<file path="config.mk">
export PLATFORM = sky130hd
export DESIGN_NAME = pipeline
export DESIGN_NICKNAME = d
export VERILOG_FILES = /design/src/logic/pipe_pkg.sv /design/src/logic/bus_arbiter.sv /design/src/logic/decode_stage.sv /design/src/logic/execute_stage.sv /design/src/logic/fetch_stage.sv /design/src/logic/memory_stage.sv /design/src/logic/pipe_reg.sv /design/src/logic/pipeline.sv
export VERILOG_INCLUDE_DIRS = /design/src /design/src/logic
export SDC_FILE = /design/constraint.sdc
export NUM_CORES = 2
export LEC_CHECK = 0
export BUFFER_PORTS_ARGS = -buffer_cell sky130_fd_sc_hd__buf_4
export CAP_MARGIN = 20
export CORE_UTILIZATION = 44
export CTS_CLUSTER_SIZE = 30
export DETAILED_ROUTE_END_ITERATION = 12
export RECOVER_POWER = 25
export SLEW_MARGIN = 10
export SYNTH_ARGS = -nofsm -noshare
export SYNTH_HDL_FRONTEND = slang
export SYNTH_SLANG_ARGS = --single-unit
</file>
<file path="constraint.sdc">
create_clock -name clock -period 6.14 [get_ports clock]
set_input_delay 1.228 -clock clock [delete_from_list [all_inputs] [get_ports clock]]
set_output_delay 1.228 -clock clock [all_outputs]
set_load 0.005 [all_outputs]
</file>
<file path="src/logic/pipe_macros.svh">
/* Widths, counts and reset values shared by the pipeline RTL
   Include wherever one of them is needed */
`ifndef PIPE_MACROS_SVH
`define PIPE_MACROS_SVH

////////////////////////////////////////////////////////////
// Datapath
////////////////////////////////////////////////////////////
`define PIPE_DATA_W     32             // Data and address width

////////////////////////////////////////////////////////////
// Register file
////////////////////////////////////////////////////////////
`define PIPE_NUM_REGS   32             // Architectural registers
`define PIPE_REG_IDX_W  5              // Register index width

// First fetch address after reset
`define PIPE_PC_RESET   32'h0000_0000

`endif

</file>
<file path="src/logic/pipe_pkg.sv">
/* Opcodes, bus commands, status codes and the stage packets
   Referenced everywhere through pipe_pkg:: scoped names */
`default_nettype none
`include "pipe_macros.svh"

package pipe_pkg;

  ////////////////////////////////////////////////////////////
  // Instruction format, fixed 32 bits
  //   [31:26] opcode  [25:21] rd  [20:16] ra  [15:11] rb
  //   [15:0]  signed immediate, overlapping rb
  // LOAD   rd <= mem[ra + imm]
  // STORE  mem[ra + imm] <= rb
  ////////////////////////////////////////////////////////////
  typedef enum logic [5:0] {
    OP_NOP   = 6'd0,
    OP_ADD   = 6'd1,
    OP_SUB   = 6'd2,
    OP_AND   = 6'd3,
    OP_OR    = 6'd4,
    OP_XOR   = 6'd5,
    OP_ADDI  = 6'd6,
    OP_LOAD  = 6'd7,
    OP_STORE = 6'd8,
    OP_HALT  = 6'd9     // Highest legal code
  } opcode_e;           // Any unlisted value is illegal

  typedef enum logic [1:0] {
    BUS_NONE  = 2'd0,
    BUS_LOAD  = 2'd1,
    BUS_STORE = 2'd2
  } bus_cmd_e;

  typedef enum logic [1:0] {
    NO_ERROR          = 2'd0,
    HALTED_ON_HALT    = 2'd1,
    HALTED_ON_ILLEGAL = 2'd2
  } error_code_e;

  ////////////////////////////////////////////////////////////
  // Stage packets
  ////////////////////////////////////////////////////////////
  typedef struct packed {
    logic                      valid;
    logic [`PIPE_DATA_W-1:0]   pc;
    logic [`PIPE_DATA_W-1:0]   inst;
  } if_id_t;

  typedef struct packed {
    logic                      valid;
    logic [`PIPE_DATA_W-1:0]   pc;
    opcode_e                   opcode;
    logic [`PIPE_REG_IDX_W-1:0] dest_idx;
    logic [`PIPE_DATA_W-1:0]   rs_a;      // Value of ra
    logic [`PIPE_DATA_W-1:0]   rs_b;      // Value of rb
    logic [`PIPE_DATA_W-1:0]   imm;       // Sign extended
    logic                      wr_en;
    logic                      halt;
    logic                      illegal;
  } id_ex_t;

  typedef struct packed {
    logic                      valid;
    logic [`PIPE_DATA_W-1:0]   pc;
    logic [`PIPE_DATA_W-1:0]   result;     // ALU result or address
    logic [`PIPE_DATA_W-1:0]   store_data;
    logic [`PIPE_REG_IDX_W-1:0] dest_idx;
    logic                      wr_en;
    logic                      load;
    logic                      store;
    logic                      halt;
    logic                      illegal;
  } ex_mem_t;

  typedef struct packed {
    logic                      valid;
    logic [`PIPE_DATA_W-1:0]   pc;
    logic [`PIPE_REG_IDX_W-1:0] dest_idx;
    logic [`PIPE_DATA_W-1:0]   result;
    logic                      wr_en;
    logic                      halt;
    logic                      illegal;
  } mem_wb_t;

endpackage

`default_nettype wire

</file>
<file path="src/logic/bus_arbiter.sv">
/* Shares the one memory bus between instruction fetch and data access
   Data wins when idle; the grant stays locked until the valid pulse */
`timescale 1ns/1ns
`default_nettype none
`include "pipe_macros.svh"

module bus_arbiter (
  input  logic                    clock,
  input  logic                    reset,
  // Fetch side
  input  pipe_pkg::bus_cmd_e      fetch_cmd,
  input  logic [`PIPE_DATA_W-1:0] fetch_addr,
  output logic                    fetch_valid,
  // Data side
  input  pipe_pkg::bus_cmd_e      data_cmd,
  input  logic [`PIPE_DATA_W-1:0] data_addr,
  input  logic [`PIPE_DATA_W-1:0] data_wdata,
  output logic                    data_valid,
  // Bus side
  output pipe_pkg::bus_cmd_e      bus_cmd,
  output logic [`PIPE_DATA_W-1:0] bus_addr,
  output logic [`PIPE_DATA_W-1:0] bus_wdata,
  input  logic                    bus_valid
);

  logic locked;        // Access in flight
  logic locked_data;   // Owner of that access
  logic grant_data;

  assign grant_data = locked ? locked_data : (data_cmd != pipe_pkg::BUS_NONE);

  assign bus_cmd   = grant_data ? data_cmd  : fetch_cmd;
  assign bus_addr  = grant_data ? data_addr : fetch_addr;
  assign bus_wdata = grant_data ? data_wdata : '0;

  // Valid only to the owner
  assign data_valid  = bus_valid && grant_data;
  assign fetch_valid = bus_valid && !grant_data;

  always_ff @(posedge clock) begin
    if (reset) begin
      locked      <= 1'b0;
      locked_data <= 1'b0;
    end else if (bus_valid) begin
      locked <= 1'b0;                          // Access done
    end else if (bus_cmd != pipe_pkg::BUS_NONE) begin
      locked      <= 1'b1;
      locked_data <= grant_data;
    end
  end

endmodule

`default_nettype wire

</file>
<file path="src/logic/decode_stage.sv">
/* Decode: field split, operand read and immediate sign extension
   Holds the register file, written from the MEM/WB packet */
`timescale 1ns/1ns
`default_nettype none
`include "pipe_macros.svh"

module decode_stage (
  input  logic              clock,
  input  logic              reset,
  input  pipe_pkg::if_id_t  if_id_packet,
  input  pipe_pkg::mem_wb_t wb_packet,
  output pipe_pkg::id_ex_t  id_packet
);

  logic [`PIPE_DATA_W-1:0]    regs [`PIPE_NUM_REGS];
  logic [`PIPE_DATA_W-1:0]    inst;
  logic [`PIPE_REG_IDX_W-1:0] rd;
  logic [`PIPE_REG_IDX_W-1:0] ra;
  logic [`PIPE_REG_IDX_W-1:0] rb;

  assign inst = if_id_packet.inst;
  assign rd   = inst[25:21];
  assign ra   = inst[20:16];
  assign rb   = inst[15:11];

  ////////////////////////////////////////////////////////////
  // Decode
  ////////////////////////////////////////////////////////////
  always_comb begin
    id_packet          = '0;
    id_packet.valid    = if_id_packet.valid;
    id_packet.pc       = if_id_packet.pc;
    id_packet.opcode   = pipe_pkg::opcode_e'(inst[31:26]);
    id_packet.dest_idx = rd;
    id_packet.rs_a     = (ra == '0) ? '0 : regs[ra];   // r0 reads zero
    id_packet.rs_b     = (rb == '0) ? '0 : regs[rb];
    id_packet.imm      = {{(`PIPE_DATA_W-16){inst[15]}}, inst[15:0]};
    case (id_packet.opcode)
      pipe_pkg::OP_ADD, pipe_pkg::OP_SUB, pipe_pkg::OP_AND,
      pipe_pkg::OP_OR, pipe_pkg::OP_XOR, pipe_pkg::OP_ADDI,
      pipe_pkg::OP_LOAD: begin
        // A write to r0 is dropped here
        id_packet.wr_en = if_id_packet.valid && (rd != '0);
      end
      pipe_pkg::OP_NOP, pipe_pkg::OP_STORE: begin
        id_packet.wr_en = 1'b0;
      end
      pipe_pkg::OP_HALT: begin
        id_packet.halt = if_id_packet.valid;
      end
      default: begin
        id_packet.illegal = if_id_packet.valid;
      end
    endcase
  end

  ////////////////////////////////////////////////////////////
  // Register file
  ////////////////////////////////////////////////////////////
  // Programs start from all-zero registers
  always_ff @(posedge clock) begin
    if (reset) begin
      for (int i = 0; i < `PIPE_NUM_REGS; i++) begin
        regs[i] <= '0;
      end
    end else if (wb_packet.valid && wb_packet.wr_en && wb_packet.dest_idx != '0) begin
      regs[wb_packet.dest_idx] <= wb_packet.result;   // Never r0
    end
  end

endmodule

`default_nettype wire

</file>
<file path="src/logic/execute_stage.sv">
/* Execute: ALU operations and load/store effective address
   Purely combinational between id_ex and ex_mem */
`timescale 1ns/1ns
`default_nettype none
`include "pipe_macros.svh"

module execute_stage (
  input  pipe_pkg::id_ex_t  id_ex_packet,
  output pipe_pkg::ex_mem_t ex_packet
);

  logic [`PIPE_DATA_W-1:0] a;
  logic [`PIPE_DATA_W-1:0] b;
  logic [`PIPE_DATA_W-1:0] imm;

  assign a   = id_ex_packet.rs_a;
  assign b   = id_ex_packet.rs_b;
  assign imm = id_ex_packet.imm;

  always_comb begin
    ex_packet            = '0;
    ex_packet.valid      = id_ex_packet.valid;
    ex_packet.pc         = id_ex_packet.pc;
    ex_packet.store_data = b;                     // rb for STORE
    ex_packet.dest_idx   = id_ex_packet.dest_idx;
    ex_packet.wr_en      = id_ex_packet.wr_en;
    ex_packet.halt       = id_ex_packet.halt;
    ex_packet.illegal    = id_ex_packet.illegal;
    ex_packet.load       = id_ex_packet.valid && id_ex_packet.opcode == pipe_pkg::OP_LOAD;
    ex_packet.store      = id_ex_packet.valid && id_ex_packet.opcode == pipe_pkg::OP_STORE;

    // ALU
    case (id_ex_packet.opcode)
      pipe_pkg::OP_ADD:   ex_packet.result = a + b;
      pipe_pkg::OP_SUB:   ex_packet.result = a - b;
      pipe_pkg::OP_AND:   ex_packet.result = a & b;
      pipe_pkg::OP_OR:    ex_packet.result = a | b;
      pipe_pkg::OP_XOR:   ex_packet.result = a ^ b;
      pipe_pkg::OP_ADDI,
      pipe_pkg::OP_LOAD,
      pipe_pkg::OP_STORE: ex_packet.result = a + imm;   // Address for memory ops
      default:            ex_packet.result = '0;
    endcase
  end

endmodule

`default_nettype wire

</file>
<file path="src/logic/fetch_stage.sv">
/* Instruction fetch: PC register and bus request for the word at the PC
   Parks a word that arrives during a stall; stops after HALT or illegal */
`timescale 1ns/1ns
`default_nettype none
`include "pipe_macros.svh"

module fetch_stage (
  input  logic                    clock,
  input  logic                    reset,
  input  logic                    stall,
  output pipe_pkg::bus_cmd_e      fetch_cmd,
  output logic [`PIPE_DATA_W-1:0] fetch_addr,
  input  logic                    fetch_valid,
  input  logic [`PIPE_DATA_W-1:0] fetch_data,
  output pipe_pkg::if_id_t        if_packet
);

  typedef enum logic [1:0] {FS_WAIT, FS_RUN, FS_STOP} fetch_state_e;

  fetch_state_e            state;
  logic [`PIPE_DATA_W-1:0] pc;
  logic                    held_valid;   // Word parked by a stall
  logic [`PIPE_DATA_W-1:0] held_inst;
  logic [`PIPE_DATA_W-1:0] word;
  logic                    word_valid;
  logic                    accept;
  logic                    stop_word;

  assign word_valid = held_valid || fetch_valid;
  assign word       = held_valid ? held_inst : fetch_data;
  assign accept     = word_valid && !stall;     // if_id takes it at this edge
  assign stop_word  = word[31:26] >= pipe_pkg::OP_HALT;  // HALT or above

  // No new request while a word is parked
  assign fetch_cmd  = (state == FS_RUN && !held_valid) ? pipe_pkg::BUS_LOAD
                                                       : pipe_pkg::BUS_NONE;
  assign fetch_addr = pc;

  assign if_packet  = '{valid: word_valid, pc: pc, inst: word};

  always_ff @(posedge clock) begin
    if (reset) begin
      state      <= FS_WAIT;
      pc         <= `PIPE_PC_RESET;
      held_valid <= 1'b0;
    end else begin
      if (state == FS_WAIT) begin
        state <= FS_RUN;                // First request a cycle after reset
      end
      if (accept) begin
        pc         <= pc + 'd4;
        held_valid <= 1'b0;
        if (stop_word) begin
          state <= FS_STOP;             // Until reset
        end
      end else if (fetch_valid) begin
        held_valid <= 1'b1;             // Stalled, keep the word
      end
    end
  end

  // Payload only
  always_ff @(posedge clock) begin
    if (fetch_valid) begin
      held_inst <= fetch_data;
    end
  end

endmodule

`default_nettype wire

</file>
<file path="src/logic/memory_stage.sv">
/* Memory access: drives the data request and stalls until the valid pulse
   Picks load data or the ALU result as the writeback value */
`timescale 1ns/1ns
`default_nettype none
`include "pipe_macros.svh"

module memory_stage (
  input  pipe_pkg::ex_mem_t       ex_mem_packet,
  output pipe_pkg::bus_cmd_e      data_cmd,
  output logic [`PIPE_DATA_W-1:0] data_addr,
  output logic [`PIPE_DATA_W-1:0] data_wdata,
  input  logic                    data_valid,
  input  logic [`PIPE_DATA_W-1:0] data_rdata,
  output logic                    stall,
  output pipe_pkg::mem_wb_t       mem_packet
);

  logic mem_access;

  assign mem_access = ex_mem_packet.valid && (ex_mem_packet.load || ex_mem_packet.store);

  ////////////////////////////////////////////////////////////
  // Data request, held while the packet sits in ex_mem
  ////////////////////////////////////////////////////////////
  always_comb begin
    if (!mem_access) begin
      data_cmd = pipe_pkg::BUS_NONE;
    end else if (ex_mem_packet.load) begin
      data_cmd = pipe_pkg::BUS_LOAD;
    end else begin
      data_cmd = pipe_pkg::BUS_STORE;
    end
  end

  assign data_addr  = ex_mem_packet.result;
  assign data_wdata = ex_mem_packet.store_data;
  assign stall      = mem_access && !data_valid;   // Low in the valid cycle

  // Writeback packet
  always_comb begin
    mem_packet          = '0;
    mem_packet.valid    = ex_mem_packet.valid;
    mem_packet.pc       = ex_mem_packet.pc;
    mem_packet.dest_idx = ex_mem_packet.dest_idx;
    mem_packet.result   = ex_mem_packet.load ? data_rdata : ex_mem_packet.result;
    mem_packet.wr_en    = ex_mem_packet.wr_en;     // Clear for STORE
    mem_packet.halt     = ex_mem_packet.halt;
    mem_packet.illegal  = ex_mem_packet.illegal;
  end

endmodule

`default_nettype wire

</file>
<file path="src/logic/pipe_reg.sv">
/* Pipeline register for any stage packet
   Holds when enable is low; bubble loads the empty packet */
`timescale 1ns/1ns
`default_nettype none

module pipe_reg #(
  parameter type      payload_t   = logic,
  parameter payload_t reset_value = '0     // Empty packet, valid clear
) (
  input  logic     clock,
  input  logic     reset,
  input  logic     enable,
  input  logic     bubble,
  input  payload_t d,
  output payload_t q
);

  always_ff @(posedge clock) begin
    if (reset) begin
      q <= reset_value;
    end else if (bubble) begin   // Bubble wins over enable
      q <= reset_value;
    end else if (enable) begin
      q <= d;
    end                          // Else hold
  end

endmodule

`default_nettype wire

</file>
<file path="src/logic/pipeline.sv">
/* Top of the five-stage pipeline: stages, packet registers, bus arbiter
   Commit outputs and halt status are taken from the MEM/WB packet */
`timescale 1ns/1ns
`default_nettype none
`include "pipe_macros.svh"

module pipeline (
  input  logic                       clock,
  input  logic                       reset,
  input  logic                       mem2proc_valid,
  input  logic [`PIPE_DATA_W-1:0]    mem2proc_data,
  output pipe_pkg::bus_cmd_e         proc2mem_command,
  output logic [`PIPE_DATA_W-1:0]    proc2mem_addr,
  output logic [`PIPE_DATA_W-1:0]    proc2mem_data,
  output logic [`PIPE_DATA_W-1:0]    completed_insts,
  output pipe_pkg::error_code_e      error_status,
  output logic [`PIPE_REG_IDX_W-1:0] commit_wr_idx,
  output logic [`PIPE_DATA_W-1:0]    commit_wr_data,
  output logic                       commit_wr_en,
  output logic [`PIPE_DATA_W-1:0]    commit_pc
);

  pipe_pkg::if_id_t  if_packet, if_id_packet;
  pipe_pkg::id_ex_t  id_packet, id_ex_packet;
  pipe_pkg::ex_mem_t ex_packet, ex_mem_packet;
  pipe_pkg::mem_wb_t mem_packet, mem_wb_packet;

  logic                    stall;        // Memory stage waiting on the bus
  pipe_pkg::bus_cmd_e      fetch_cmd, data_cmd;
  logic [`PIPE_DATA_W-1:0] fetch_addr, data_addr, data_wdata;
  logic                    fetch_valid, data_valid;
  pipe_pkg::error_code_e   error_q, error_now;

  ////////////////////////////////////////////////////////////
  // Bus sharing
  ////////////////////////////////////////////////////////////
  bus_arbiter arbiter0 (
    .clock, .reset,
    .fetch_cmd, .fetch_addr, .fetch_valid,
    .data_cmd, .data_addr, .data_wdata, .data_valid,
    .bus_cmd   (proc2mem_command),
    .bus_addr  (proc2mem_addr),
    .bus_wdata (proc2mem_data),
    .bus_valid (mem2proc_valid)
  );

  ////////////////////////////////////////////////////////////
  // Stages and packet registers
  ////////////////////////////////////////////////////////////
  fetch_stage fetch0 (
    .clock, .reset, .stall,
    .fetch_cmd, .fetch_addr, .fetch_valid,
    .fetch_data (mem2proc_data),
    .if_packet
  );

  pipe_reg #(.payload_t(pipe_pkg::if_id_t)) if_id_reg (
    .clock, .reset, .enable(!stall), .bubble(1'b0), .d(if_packet), .q(if_id_packet)
  );

  decode_stage decode0 (
    .clock, .reset, .if_id_packet,
    .wb_packet (mem_wb_packet),   // Register file write port
    .id_packet
  );

  pipe_reg #(.payload_t(pipe_pkg::id_ex_t)) id_ex_reg (
    .clock, .reset, .enable(!stall), .bubble(1'b0), .d(id_packet), .q(id_ex_packet)
  );

  execute_stage execute0 (.id_ex_packet, .ex_packet);

  pipe_reg #(.payload_t(pipe_pkg::ex_mem_t)) ex_mem_reg (
    .clock, .reset, .enable(!stall), .bubble(1'b0), .d(ex_packet), .q(ex_mem_packet)
  );

  memory_stage memory0 (
    .ex_mem_packet,
    .data_cmd, .data_addr, .data_wdata, .data_valid,
    .data_rdata (mem2proc_data),
    .stall,
    .mem_packet
  );

  // Bubble while stalled so nothing commits twice
  pipe_reg #(.payload_t(pipe_pkg::mem_wb_t)) mem_wb_reg (
    .clock, .reset, .enable(1'b1), .bubble(stall), .d(mem_packet), .q(mem_wb_packet)
  );

  ////////////////////////////////////////////////////////////
  // Commit and status
  ////////////////////////////////////////////////////////////
  assign commit_wr_en   = mem_wb_packet.valid && mem_wb_packet.wr_en;
  assign commit_wr_idx  = mem_wb_packet.dest_idx;
  assign commit_wr_data = mem_wb_packet.result;
  assign commit_pc      = mem_wb_packet.pc;

  always_comb begin
    if (mem_wb_packet.valid && mem_wb_packet.illegal) begin
      error_now = pipe_pkg::HALTED_ON_ILLEGAL;
    end else if (mem_wb_packet.valid && mem_wb_packet.halt) begin
      error_now = pipe_pkg::HALTED_ON_HALT;
    end else begin
      error_now = pipe_pkg::NO_ERROR;
    end
  end

  // Cause visible from the mem_wb cycle, sticky after it
  assign error_status = (error_q != pipe_pkg::NO_ERROR) ? error_q : error_now;

  always_ff @(posedge clock) begin
    if (reset) begin
      error_q         <= pipe_pkg::NO_ERROR;
      completed_insts <= '0;
    end else begin
      error_q <= error_status;
      if (mem_wb_packet.valid) begin
        completed_insts <= completed_insts + 1'b1;   // HALT counts too
      end
    end
  end

endmodule

`default_nettype wire

</file>
==> Word-level counts from Yosys, hierarchy flattened <==
Memory sizes are Yosys's and may differ from the RTL's. A register that Yosys moved wholly into a read port is not among the register bits.
Index checks and enable logic that the tools add are counted.
{ "classes": {"n_addsub": 5, "n_reduce_logical": 36, "n_bitwise": 4, "mux": 33, "eq_ne": 18, "magnitude_cmp": 1} }
{ "op_table": {"columns": ["op", "count"], "rows": [
  ["2-to-1 mux 32 bit", 7],
  ["one-hot mux 32 bit (6 select lines)", 1],
  ["adder 32 bit", 2],
  ["equality test 6 x 3 -> 1 bit (second input constant)", 8],
  ["adder 32 x 1 -> 32 bit (second input constant)", 1],
  ["adder 32 x 3 -> 32 bit (second input constant)", 1],
  ["AND 32 bit", 1],
  ["OR 32 bit", 1],
  ["OR reduction 32 bit", 1],
  ["subtractor 32 bit", 1],
  ["XOR 32 bit", 1],
  ["2-to-1 mux 5 bit", 5],
  ["equality test 6 x 2 -> 1 bit (second input constant)", 4],
  ["equality test 6 x 4 -> 1 bit (second input constant)", 3],
  ["2-to-1 mux 2 bit", 8],
  ["logical AND 1 bit", 13],
  ["equality test 6 x 1 -> 1 bit (second input constant)", 2],
  ["2-to-1 mux 1 bit", 12],
  ["zero test 5 bit", 2],
  ["nonzero test 5 bit", 2],
  ["OR reduction 10 bit", 1],
  ["OR reduction 7 bit", 1],
  ["greater-or-equal comparator 6 x 4 -> 1 bit (second input constant)", 1],
  ["zero test 6 bit", 1],
  ["other kinds (9)", 17]
]} }
{ "totals": {"output_inout_bits": 170, "inputBits": 35, "ram_bits": 1024, "n_memories": 1, "reg_bits": 475, "elab_cells": 136} }
{ "mem_list": {"columns": ["name", "depth", "width", "rd", "rd_clocked_by_memory_dff", "write_ports", "line", "text"], "rows": [
  ["decode0.regs", 32, 32, 2, 2, 32, "decode_stage.sv:15", "logic [`PIPE_DATA_W-1:0] regs [`PIPE_NUM_REGS];"]
]} }

==> Depth between registers and ports, before layout <==
{ "logic_depth": {"word_depth": 11, "depth_mapped": 19, "mapped_depth_nobuf": 18} }

==> Hierarchy <==
From an unflattened synthesis, not the netlist that was laid out.
{ "hier_totals": {"cells_unflattened": 6316, "hier_area_um2": 80913.9} }
{ "modules_own_cells": {"columns": ["mod", "cells_per_inst", "area_per_inst_um2", "seq_area_each_um2", "n_inst"], "rows": [
  ["decode_stage", 3603, 54790.0, 30749.5, 1],
  ["execute_stage", 747, 5257.5, 0.0, 1],
  ["pipe_reg (id_ex_reg)", 462, 5094.9, 2862.7, 1],
  ["pipe_reg (ex_mem_reg)", 346, 3791.1, 2142.1, 1],
  ["fetch_stage", 290, 3198.1, 1621.6, 1],
  ["pipe_reg (mem_wb_reg)", 236, 2678.8, 1461.4, 1],
  ["pipe_reg (if_id_reg)", 210, 2338.5, 1301.2, 1],
  ["pipeline", 185, 1640.3, 680.7, 1],
  ["memory_stage", 145, 1342.5, 0.0, 1],
  ["bus_arbiter", 92, 782.0, 40.0, 1]
]} }

==> Worst setup path after synthesis <==
OpenSTA, ideal clock, no wires.
{ "synth_path": {"path_kind": "register to register", "start": "register id_ex_reg.q[104] (netlist bit)", "end": "register ex_mem_reg.q[52] (netlist bit)", "arrival_time_ps": 4010, "stages_incl_launch_ff": 16, "period_less_slack_ps": 4139, "required_time_ps": 6011, "path_buffers": 2, "path_slack_ps": 2001, "setup_ps": 129, "path_cell_list": "dfxtp_1 clkbuf_1 or4b_1 a21boi_2 clkbuf_1 o21ai_0 ha_1 fa_1 a21o_1 a221oi_1 o21ai_0 a21o_1 a21o_1 xor2_1 a222oi_1 o21ai_0"} }
{ "synth_via": {"elab_chain_len": 3, "elab_cells_between_ends": 10, "classes_between": "eq/ne: 8; mux: 1; reduce/logical: 1"} }
{ "synth_lines": {"columns": ["element", "line", "text"], "rows": [
  ["from (decl)", "pipe_reg.sv:15", "output payload_t q"],
  ["from (signal assigned)", "pipe_reg.sv:20", "q <= reset_value;"],
  ["from (signal assigned)", "pipe_reg.sv:22", "q <= reset_value;"],
  ["equality test 6 x 3 -> 1 bit or equality test 6 x 4 -> 1 bit (tied branches)", "execute_stage.sv:33", "case (id_ex_packet.opcode)"],
  ["OR reduction 3 bit", "execute_stage.sv:33", null],
  ["one-hot mux 32 bit (6 select lines) *", "execute_stage.sv:33", null],
  ["to (signal assigned)", "pipe_reg.sv:20", null],
  ["to (signal assigned)", "pipe_reg.sv:22", null],
  ["to (decl)", "pipe_reg.sv:15", null]
]} }
Mark *: on every way between the ends. The rest lies on a longest branch, timed or not.
A chain may end at the register's enable or synchronous reset.

==> out/results.ini <==
[worst_hold_path]
hold_end = ex_mem_reg.q[104]
hp-class = register to register
whs_path_depth = 2
min_from = ex_mem_reg.q[104]

[floorplanning]
start_util = 0.4452
ios = 205
die-area_um2 = 173700
coreArea_um2 = 170000
die_y_um = 416.8
num_rows = 151
die_width_um = 416.8

[timing]
setup_tns_ns = 0
post-route-min-period_ns = 5.663
finalCritPeriodShare = 0.9222
rsz0062_at_grt = no
slew_headroom = -1.352
drv_slew = 302
setup_viol = 0
fmax_ghz = 0.1766
hold_viol = 0
postLayoutSetupSlackWorst_ns = 0.4775
tightest_slew_ns = 3.528
skew_ns = 0.02844

[detailed_routing]
dr.pass1.iters = 8
drc = 0
route.antenna.remaining_nets = 0
drt-wirelength-per-cell_um = 29.57
drt_iter0_markers = 5887
vias = 48890
viasPerCell = 6.011
drt-total-wl_um = 240500

[clock_tree]
cts_sinks = 1499
postCtsSetupBuffers = 0
cts_tree = done
h-tree-depth = 4
cts_resized = 0
cts_root_buf = clkbuf_16
clk_latency_ns = 0.83
cts_buffer_depth = 3
clk_pin_slew_worst_paths_ns = 0.06
hold_buffers = 0
numCtsBuffers = 167

[finish]
fin_cells = 8133
drive_above_1_share = 0.2184
num-fill-cells = 14590
stdcell_area_um2 = 84590
layout.nets = 5921
syn_to_final_growth_pct = 11.74

[logic_synthesis]
yosys_warnings = 0
synth_cell_types = 68
yosysTopAreaCellShare = 0.4189
syn_area_per_cell_um2 = 13.07
synth_async_sr_flop_share = 0
synth_edf_count = 1056
synth_seq_area_share = 0.5360
synth.area.top_cells = edfxtp_1 (42%), mux4_2 (19%), dfxtp_1 (12%), and2_1 (8.9%), nand2_1 (2.9%)
ys_seq_elements = 1499
synthCells = 5790
synth_top_area_cell = edfxtp_1
synth_area_um2 = 75700
ys.flop_type = edfxtp_1

[run_status]
outcome = finished with violations
violations = max-capacitance violations, max-slew violations

[setup_path]
critPathMaxFanout = 54
worstRegToRegCells = 15
crit_cells = 8
rr_startpoint = id_ex_reg.q[105]
cp_cell_sequence = clkbuf_1 > nor2_1 > nand3_1 > buf_4 > nor2_4 > clkbuf_2 > or2_2 > buf_4
rrSetupSlack_ns = 1.29
crit_top_cell = buf_4
critPathMaxStageDelay_ns = 2.38
end_kind = register
required_ns = 6.68
cp.arrival_ns = 6.20
crit_path_start_kind = input pin
critPathTopFamily = buffers and inverters
critPathBufInv = 4
slowest_stage = clkbuf_1
critPathKind = input pin to register
r2r_end = ex_mem_reg.q[72]

[global_route]
antenna_found_initial = 17
grt_remaining_overflow = 0
grt_util_met3 = 0.05818
grt_pass1_vias = 47510
busiest_layer = met2
grt_pass1_wl_um = 344400
use_met1 = 0.3824
grt_usage = 0.2755
grt_max_degree = 156
met2_usage = 0.4386

[placed_design]
numPortBuffers = 202
postPlaceCellArea_um2 = 79370
dp.cells = 7822
place_congestion = 0.9072
dp_hpwl_um = 151000
post-place-ws_ns = 1.229

[power]
leakage_nw = 29.85
vdd_drop_max_mv = 0.2429
power_frac_comb = 0.095
p_switching_w = 0.005917
power_frac_seq = 0.483
powerDensity_nw_per_um2 = 280.5
p_sw_frac = 0.2494
p_int_w = 0.01781
clkPwrFrac = 0.423

[job]
drv_cap = 5

## final cells by class
type                       count  area (µm²)  share of cell area
antenna                        3       7.507          0.00008875
clock buffer                 220        4541             0.05368
clock inverter                84       855.8             0.01012
inverter                      81       304.0            0.003594
multi-input combinational   3669       32700              0.3866
sequential                  1499       40620              0.4802
tap                         2218        2775             0.03281
timing repair buffer         359        2786             0.03294
## worst reg2reg max path, cell delays in order, from the launching register on
cell	delay, ns
dfxtp_1	0.47
nor4b_1	0.63
and2_1	0.22
buf_4	0.26
nor2_1	0.19
a21o_1	0.19
a221o_1	0.29
ha_1	0.35
and3_1	0.21
a221oi_1	0.53
o21ai_0	0.25
o31ai_1	0.55
and2_1	0.25
a31oi_1	0.11
xnor2_1	0.14
o21ai_0	0.08
## worst max-delay path by stage
stage | from | endpoint | slack, ns
after floorplan | id_ex_reg.q[104] | ex_mem_reg.q[52] | 2.00
after global placement | id_ex_reg.q[105] | ex_mem_reg.q[72] | 1.28
after detailed placement | id_ex_reg.q[105] | ex_mem_reg.q[72] | 1.23
after CTS | id_ex_reg.q[105] | ex_mem_reg.q[72] | 1.23
after global routing | reset | decode0.regs[11][9] | 0.50
final | reset | decode0.regs[11][9] | 0.48
## registers in the layout (all words and copies together) (netlist names), 2 cells and up, named ones only
signal	flops
if_id_reg.q	63
fetch0.state	2
error_q	2
ex_mem_reg.q	105
completed_insts	32
fetch0.fetch_addr	30
decode0.regs	1024
id_ex_reg.q	125
mem_wb_reg.q	71
fetch0.held_inst	32
## cells in the final DEF (no fill, tap or decap), types with 89 or more instances in the layout
cell and instances:
o21ai_0 179, mux2i_1 132, ha_1 108, dfxtp_1 429, nand2_1 592, edfxtp_1 1056
nor2_1 202, a21oi_1 221, and2_1 986, and2_0 89, mux4_2 640, clkbuf_16 169
buf_4 234
## metrics by stage
stage | total power, W | hold WS (ns) | util
after floorplan | 0.01297 | 0.4273 | -
after global placement | 0.01385 | 0.4343 | 0.4663
after detailed placement | 0.01388 | 0.4402 | 0.4668
after CTS | 0.02382 | 0.4464 | 0.4985
after global routing | 0.02437 | 0.4612 | 0.4974
final | 0.02373 | 0.4432 | 0.4975
## power by group through the flow
stage | Combinational (W) | Sequential, W | Clock, W
floorplan | 0.00148 | 0.0115 | 0
global placement | 0.00221 | 0.0116 | 0
detailed placement | 0.00223 | 0.0117 | 0
CTS | 0.00223 | 0.0114 | 0.0101
global route | 0.00236 | 0.0115 | 0.0105
finish | 0.00224 | 0.0114 | 0.0100
## layer usage
| layer | wire length, µm | vias to the layer above |
|---|---|---|
| met4 | 6797 | 6 |
| met3 | 22040 | 387 |
| met5 | 34 | - |
| met2 | 113200 | 2198 |
| met1 | 98420 | 25160 |
| li1 | - | 21140 |
## synthesized netlist by cell type (all sizes together), types with 33 or more instances
library cell / number
dfxtp: 443
ha: 108
xnor2: 35
nand2: 592
a211oi: 38
o21ai: 183
and2: 1076
inv: 81
edfxtp: 1056
a21oi: 222
mux4: 640
buf: 146
xor2: 49
nor3: 33
nor2: 229
mux2i: 132
clkbuf: 428
## logic make-up after synthesis
| group | count (synthesis) | share of synthesized area |
|---|---|---|
| AOI/OAI and AO/OA | 577 | 0.04542 |
| xor gates and xnor gates | 84 | 0.009718 |
| adders and majority gates | 109 | 0.01811 |
| buffers and inverters | 655 | 0.03673 |
| DFF | 1499 | 0.5360 |
| muxes | 772 | 0.2079 |
| other | 1 | 0.00004954 |
| and+or+nand+nor | 2093 | 0.1461 |
Power figures use the tool's default switching activity.
